<file path="config.mk">
export PLATFORM = sky130hd
export DESIGN_NAME = xbar_slave_port
export DESIGN_NICKNAME = d
export VERILOG_FILES = /design/src/design/xbar_pkg.sv /design/src/design/xbar_slave_port.sv
export SDC_FILE = /design/constraint.sdc
export NUM_CORES = 1
export LEC_CHECK = 0
export BUFFER_PORTS_ARGS = -buffer_cell sky130_fd_sc_hd__buf_2
export CAP_MARGIN = 20
export CORE_AREA = 2 2 106 108
export DETAILED_ROUTE_END_ITERATION = 7
export DIE_AREA = 0 0 108 110
export PLACE_DENSITY = 0.58
export REMOVE_ABC_BUFFERS = 1
export SYNTH_ARGS = -nofsm -noshare
export SYNTH_HDL_FRONTEND = slang
export SYNTH_SLANG_ARGS = --single-unit
</file>
<file path="constraint.sdc">
create_clock -name memread_grant -period 3.6 [get_ports memread_grant]
set_clock_uncertainty 0.05 [all_clocks]
set_input_delay 0.72 -clock memread_grant [delete_from_list [all_inputs] [get_ports memread_grant]]
set_output_delay 0.72 -clock memread_grant [all_outputs]
set_load 0.005 [all_outputs]
</file>
<file path="src/design/xbar_pkg.sv">
/* Crossbar shared definitions */

package xbar_pkg;

	// Transfer widths
	localparam int ADDR_W = 32;
	localparam int DATA_W = 32;

	// Request opcode, same encoding as the we wire
	typedef enum logic
	{
		OP_READ  = 1'b0,
		OP_WRITE = 1'b1
	} xbar_op_e;

	// Arbiter states
	// ARB_BUSY is the first cycle of a grant
	// ARB_WAIT_ACK means the slave is stalling it
	typedef enum logic [1:0]
	{
		ARB_IDLE     = 2'd0,
		ARB_BUSY     = 2'd1,
		ARB_WAIT_ACK = 2'd2
	} arb_state_e;

endpackage

</file>
<file path="src/design/xbar_slave_port.sv">
/* Crossbar slave port */

`timescale 1ns/1ps

module xbar_slave_port
#(
	parameter int NUM_MASTERS = 2,
	parameter int RESP_DEPTH = 4
)
(
	input  logic memread_grant,
	input  logic arst_n_i,

	input  logic [NUM_MASTERS-1:0] gnt_i,
	input  logic gnt_valid_i,
	input  logic [NUM_MASTERS-1:0] mst_op_i,
	input  logic [NUM_MASTERS*xbar_pkg::ADDR_W-1:0] mst_addr_i,
	input  logic [NUM_MASTERS*xbar_pkg::DATA_W-1:0] mst_wdata_i,

	output logic s_req_o,
	output logic [xbar_pkg::ADDR_W-1:0] s_addr_o,
	output logic s_we_o,
	output logic [xbar_pkg::DATA_W-1:0] s_wdata_o,
	input  logic s_ack_i,
	input  logic [xbar_pkg::DATA_W-1:0] s_rdata_i,
	input  logic s_resp_i,

	output logic done_o,
	output logic rsp_vld_o,
	output logic [((NUM_MASTERS > 1) ? $clog2(NUM_MASTERS) : 1)-1:0] rsp_mid_o,
	output logic [xbar_pkg::DATA_W-1:0] rsp_rdata_o
);

localparam int MID_W = (NUM_MASTERS > 1) ? $clog2(NUM_MASTERS) : 1;
localparam int PTR_W = (RESP_DEPTH > 1) ? $clog2(RESP_DEPTH) : 1;
localparam int CNT_W = $clog2(RESP_DEPTH + 1);

xbar_pkg::xbar_op_e sel_op;
logic [xbar_pkg::ADDR_W-1:0] sel_addr;
logic [xbar_pkg::DATA_W-1:0] sel_wdata;
logic [MID_W-1:0] sel_mid, head_mid;

// Master IDs of reads in flight, oldest at rd_ptr
logic [MID_W-1:0] mid_fifo [RESP_DEPTH];
logic [PTR_W-1:0] wr_ptr, rd_ptr;
logic [CNT_W-1:0] cnt;
logic fifo_full, fifo_empty;
logic accept, push, bypass, do_push, do_pop;

function automatic logic [PTR_W-1:0] ptr_inc(input logic [PTR_W-1:0] p);
	if (p == PTR_W'(RESP_DEPTH - 1))
		return '0;
	return p + 1'b1;
endfunction

// One-hot grant mux
always_comb
begin
	sel_op = xbar_pkg::OP_READ;
	sel_addr = '0;
	sel_wdata = '0;
	sel_mid = '0;
	for (int m = 0; m < NUM_MASTERS; m++)
	begin
		if (gnt_i[m])
		begin
			sel_op = xbar_pkg::xbar_op_e'(mst_op_i[m]);
			sel_addr = mst_addr_i[m*xbar_pkg::ADDR_W +: xbar_pkg::ADDR_W];
			sel_wdata = mst_wdata_i[m*xbar_pkg::DATA_W +: xbar_pkg::DATA_W];
			sel_mid = MID_W'(m);
		end
	end
end

assign fifo_full = (cnt == CNT_W'(RESP_DEPTH));
assign fifo_empty = (cnt == '0);

// Reads wait while every response slot is taken
assign s_req_o = gnt_valid_i & ~((sel_op == xbar_pkg::OP_READ) & fifo_full);
assign s_addr_o = sel_addr;
assign s_we_o = (sel_op == xbar_pkg::OP_WRITE);
assign s_wdata_o = sel_wdata;

assign accept = s_req_o & s_ack_i;
assign push = accept & (sel_op == xbar_pkg::OP_READ);
// Slave answered a read in the cycle it took it
assign bypass = push & s_resp_i & fifo_empty;
assign do_push = push & ~bypass;
assign do_pop = s_resp_i & ~fifo_empty;

assign head_mid = fifo_empty ? sel_mid : mid_fifo[rd_ptr];

always_ff @(posedge memread_grant or negedge arst_n_i)
begin
	if (!arst_n_i)
	begin
		wr_ptr <= '0;
		rd_ptr <= '0;
		cnt <= '0;
	end
	else
	begin
		if (do_push)
			wr_ptr <= ptr_inc(wr_ptr);
		if (do_pop)
			rd_ptr <= ptr_inc(rd_ptr);
		if (do_push && !do_pop)
			cnt <= cnt + 1'b1;
		else if (do_pop && !do_push)
			cnt <= cnt - 1'b1;
	end
end

always_ff @(posedge memread_grant)
begin
	if (do_push)
		mid_fifo[wr_ptr] <= sel_mid;
end

assign done_o = accept;
assign rsp_vld_o = s_resp_i;
assign rsp_mid_o = head_mid;
assign rsp_rdata_o = s_rdata_i;

endmodule

</file>
; Word-level counts from Yosys, hierarchy flattened
; Memory sizes are Yosys's and may differ from the RTL's.
; Index checks and enable logic that the tools add are counted.
[word_totals]
input_bits = 169
reg_bits = 7
rom_bits = 0
latchBits = 0
ramBits = 4
mem_count = 1
elab_cells = 49
[memory_table]
columns = name, words, word_bits, rd, rd_clocked_by_memory_dff, write_ports, line_no
row1 = mid_fifo, 4, 1, 1, 0, 1, xbar_slave_port.sv:44  ; logic [MID_W-1:0] mid_fifo [RESP_DEPTH];
[classes]
n_reduce_logical = 6
shifts = 0
muxes = 20
magnitude_cmp = 0
mul = 0
n_eq_ne = 3
add_sub_neg = 4
div = 0
bitwise_logic = 12
[op_table]
columns = operator, count
row1 = two-way mux 32 bit, 4
row2 = two-way mux 1 bit, 10
row3 = bitwise AND 1 bit, 8
row4 = two-way mux 2 bit, 4
row5 = two-way mux 3 bit, 2
row6 = adder 2 x 1 -> 2 bit (second input constant), 2
row7 = == test 2 bit (second input constant), 2
row8 = NOT 1 bit, 4
row9 = adder 3 x 1 -> 3 bit (second input constant), 1
row10 = == test 3 bit (second input constant), 1
row11 = zero test 3 bit, 1
row12 = subtractor 3 x 1 -> 3 bit (second input constant), 1
row13 = logical AND 1 bit, 2
row14 = zero test 1 bit, 2
row15 = nonzero test 2 bit, 1

; Longest topological paths before layout
[depth]
ltp_word = 16
mapped_depth = 9

; Worst setup path after synthesis
; OpenSTA, ideal clock, no wires.
[synth_timing]
path_type = input port to flip-flop
from = in gnt_i[1]
to = reg cnt[2]
setup_slack_ps = 954
n_path_buf = 2
arrival_time_ps = 2516
required_time_ps = 3470
cell_stages = 9
setup_ps = 80
cell_sequence = buf_4 -> nor2b_1 -> buf_6 -> a2111o_1 -> or2_1 -> fa_1 -> nor2b_1 -> mux2i_1 -> xnor2_1
[synth_via]
elab_chain_cells = 14
elab_cells_between_ends = 16
[synth_rtl]
columns = element, line_no
row1 = from (decl), xbar_slave_port.sv:14  ; input logic [NUM_MASTERS-1:0] gnt_i,
row2 = two-way mux 1 bit (*), xbar_slave_port.sv:65  ; if (gnt_i[m])
row3 = NOT 1 bit (*), "xbar_slave_port.sv:79, xbar_slave_port.sv:85"
row4 = bitwise AND 1 bit, xbar_slave_port.sv:79  ; assign s_req_o = gnt_valid_i & ~((sel_op == xbar_pkg::OP_READ) & fifo_full);
row5 = NOT 1 bit, xbar_slave_port.sv:79
row6 = bitwise AND 1 bit, xbar_slave_port.sv:79
row7 = bitwise AND 1 bit, xbar_slave_port.sv:84  ; assign accept = s_req_o & s_ack_i;
row8 = bitwise AND 1 bit (*), xbar_slave_port.sv:85  ; assign push = accept & (sel_op == xbar_pkg::OP_READ);
row9 = bitwise AND 1 bit (2 in series), xbar_slave_port.sv:87  ; assign bypass = push & s_resp_i & fifo_empty;
row10 = NOT 1 bit, xbar_slave_port.sv:88  ; assign do_push = push & ~bypass;
row11 = bitwise AND 1 bit (*), xbar_slave_port.sv:88
row12 = zero test 1 bit, xbar_slave_port.sv:109  ; else if (do_pop && !do_push)
row13 = logical AND 1 bit, xbar_slave_port.sv:109
row14 = nonzero test 2 bit (no source line), --
row15 = to (signal assigned), xbar_slave_port.sv:108  ; cnt <= cnt + 1'b1;
row16 = to (signal assigned), xbar_slave_port.sv:110  ; cnt <= cnt - 1'b1;
row17 = to (decl), xbar_slave_port.sv:46  ; logic [CNT_W-1:0] cnt;
; Every way passes the cells marked *; elsewhere a longest branch is shown, timed or not.
; A chain may end at the register's enable or synchronous reset.

; Worst setup path in the final report
[layout_timing]
from = in gnt_i[1]
to = out s_req_o
[layout_via]
elab_chain_cells = 5
[layout_rtl]
columns = element, line_no
row1 = two-way mux 1 bit, xbar_slave_port.sv:65
row2 = NOT 1 bit, xbar_slave_port.sv:79
row3 = bitwise AND 1 bit, xbar_slave_port.sv:79
row4 = NOT 1 bit, xbar_slave_port.sv:79
row5 = bitwise AND 1 bit, xbar_slave_port.sv:79
row6 = to (decl), xbar_slave_port.sv:20  ; output logic s_req_o,
; Every way passes these cells.

==> results.tsv <==
metric	value	unit
required	2830	ps
cp.arrival	2160	ps
ys_async_sr_fraction	0.636	
post-route-cell-area	2490	µm²
max_freq	0.341	GHz
postCtsSetupRepairBufs	0	
finalCritPeriodShare	0.815	
synth_edf_count	4	
hold_violations	0	
die_x	108	µm
placed_area	2440	µm²
placed_cells	467	
power	0.769	mW
clock_sinks	11	
ctsLongestPathBuffers	2	
worst_pin_slew	635	ps
cap_violations	0	
power_frac_seq	0.294	
wire_per_inst	16.3	µm
cts_resized	0	
cts_tree	built	
yosysSeqAreaShare	0.192	
post-dp-hpwl	6260	µm
antenna_found_initial	0	
slew_headroom	0.573	
coreArea	10700	µm²
power.internal	0.487	mW
p_sw_frac	0.368	
vias	2058	
p_clk_frac	0.166	
p_sw	0.283	mW
drt-initial-drc-count	93	
outcome	finished clean	
track_usage	0.107	
boundaryPins	270	
rows	38	
ys.warnings.count	0	
setup_violations	0	
path_max_fanout	63	
cts_buffers	3	
ys_seq_elements	11	
whs	255	ps
port_buffers	205	
clock_latency	250	ps
drtPass1Iterations	4	
synthFlopType	dfrtp_1	
grt_overflow	0	
hold_class	input pin to asynchronous set/reset pin	
rsz0062_at_grt	no	
syn_inst	168	
drtAntennaViolNets	0	
path_clk_slew	50	ps
drt-total-wl	7660	µm
end_kind	output port	
grt_pass1_wl	9560	µm
p_leak	1.40	nW
netlist_area	1540	µm²
cts_hold_buf	0	
final_max_slew_viol_count	0	
dieArea	11900	µm²
timing_worst_setup_path_type	input pin to output port	
vias_per_cell	4.37	
instances_no_fill	471	
grt_max_degree	64	
drcViolationCount	0	
fin_crit	2930	ps
synthToLayoutAreaGrowth	62.1	%
synthDistinctLibCells	30	
vdd_drop_max	0.125	mV
syn_area_per_cell	9.15	µm²
grt_pass1_vias	1755	
powerDensity	309	nW/µm²
initial_core_util	0.144	
p_comb_frac	0.540	
gp_congestion	0.750	
final_util	0.233	
final_nets	507	
final_layout_size_suffix_gt1_frac	0.653	
cts_root_buffer	clkbuf_8	
die_h	110	µm
diodes	0	
htree_levels	1	
cp-start-kind	input pin	
-- registers in the layout (all words and copies together) (netlist names) --
register and count:
cnt 3, mid_fifo 4, rd_ptr 2, wr_ptr 2
-- worst max-delay path: stages --
cell and delay [ps]:
buf_2 210, nor2b_4 150, buf_4 510, a21oi_1 220
a21boi_0 210, buf_2 140
-- cells by family (layout without fill, tap and decap cells) --
logic type,after synthesis,count (layout),share of synthesized area
compound gates,72,72,0.405
buf+inv,51,214,0.213
simple gates,18,18,0.0611
flops,11,11,0.192
mux,8,8,0.0643
fa+ha+maj,6,6,0.0537
xor+xnor,2,2,0.0114
-- per-layer routing --
| metal | GRT usage | routed length (µm) | vias to the layer above |
|---|---|---|---|
| li1 | - | - | 937 |
| met1 | 0.131 | 3170 | 969 |
| met2 | 0.162 | 3420 | 147 |
| met3 | 0.0635 | 1010 | 5 |
| met4 | 0.0238 | 57 | 0 |
| met5 | 0.0179 | 0 | - |
-- cell usage in the layout (no fill, tap or decap), drive strengths merged, types with 3 or more instances in the layout --
cell / synthesis / final
nand2: 5 / 5
buf: 36 / 207
inv: 3 / 3
a21oi: 3 / 3
mux2: 5 / 5
ha: 5 / 5
and2: 5 / 5
a22o: 63 / 63
clkbuf: 12 / 4
edfxtp: 4 / 4
dfrtp: 7 / 7
-- per-stage QoR --
stage	setup TNS (ps)	worst slack, ps
finish	0	665
global route	0	490
CTS	0	633
detailed placement	0	637
global placement	0	730
floorplan	-27340	-707
-- layout make-up --
class	instances	area [µm²]
well taps	140	175
multi-input cells	106	922
fillers	1150	8210
inverters	3	11.3
flip-flops and latches	11	295
repair buffers	207	1040
clock buffers	4	45.0
-- synthesized netlist by cell type, types with 2 or more instances --
| master | n | area, µm² |
|---|---|---|
| dfrtp_1 | 7 | 175 |
| buf_4 | 34 | 255 |
| ha_1 | 5 | 62.6 |
| a21oi_1 | 2 | 10.0 |
| a22o_1 | 63 | 552 |
| nor2b_1 | 2 | 12.5 |
| o21ai_0 | 2 | 10.0 |
| and2_1 | 5 | 31.3 |
| nand2_1 | 5 | 18.8 |
| mux2_1 | 2 | 22.5 |
| inv_1 | 3 | 11.3 |
| nor2_1 | 2 | 7.51 |
| mux2i_1 | 2 | 20.0 |
| nor3_1 | 2 | 10.0 |
| clkbuf_1 | 12 | 45.0 |
| mux2_2 | 3 | 33.8 |
| edfxtp_1 | 4 | 120 |
-- power by group through the flow --
| stage | logic, mW | clock network, mW | registers (mW) |
|---|---|---|---|
| finish | 0.416 | 0.127 | 0.226 |
| global route | 0.465 | 0.135 | 0.236 |
| CTS | 0.419 | 0.131 | 0.228 |
| detailed placement | 0.413 | 0 | 0.228 |
| global placement | 0.406 | 0 | 0.225 |
| floorplan | 0.221 | 0 | 0.216 |
-- path summary, 6_finish.rpt --
| kind | startpoint | to | slack [ps] | cells past startpoint |
|---|---|---|---|---|
| worst max-delay path | gnt_i[1] | s_req_o | 670 | 6 |
| worst min-delay path | arst_n_i | wr_ptr[1] | 250 | 1 |
| worst max register to register | cnt[2] | cnt[2] | 1300 | 7 |
| worst min register to register | cnt[2] | cnt[2] | 490 | 1 |
| max in group asynchronous | arst_n_i | cnt[2] | 3080 | 1 |
| min in group memread_grant | cnt[2] | cnt[2] | 490 | 1 |
Note: power is estimated with default switching activity, not from simulation.
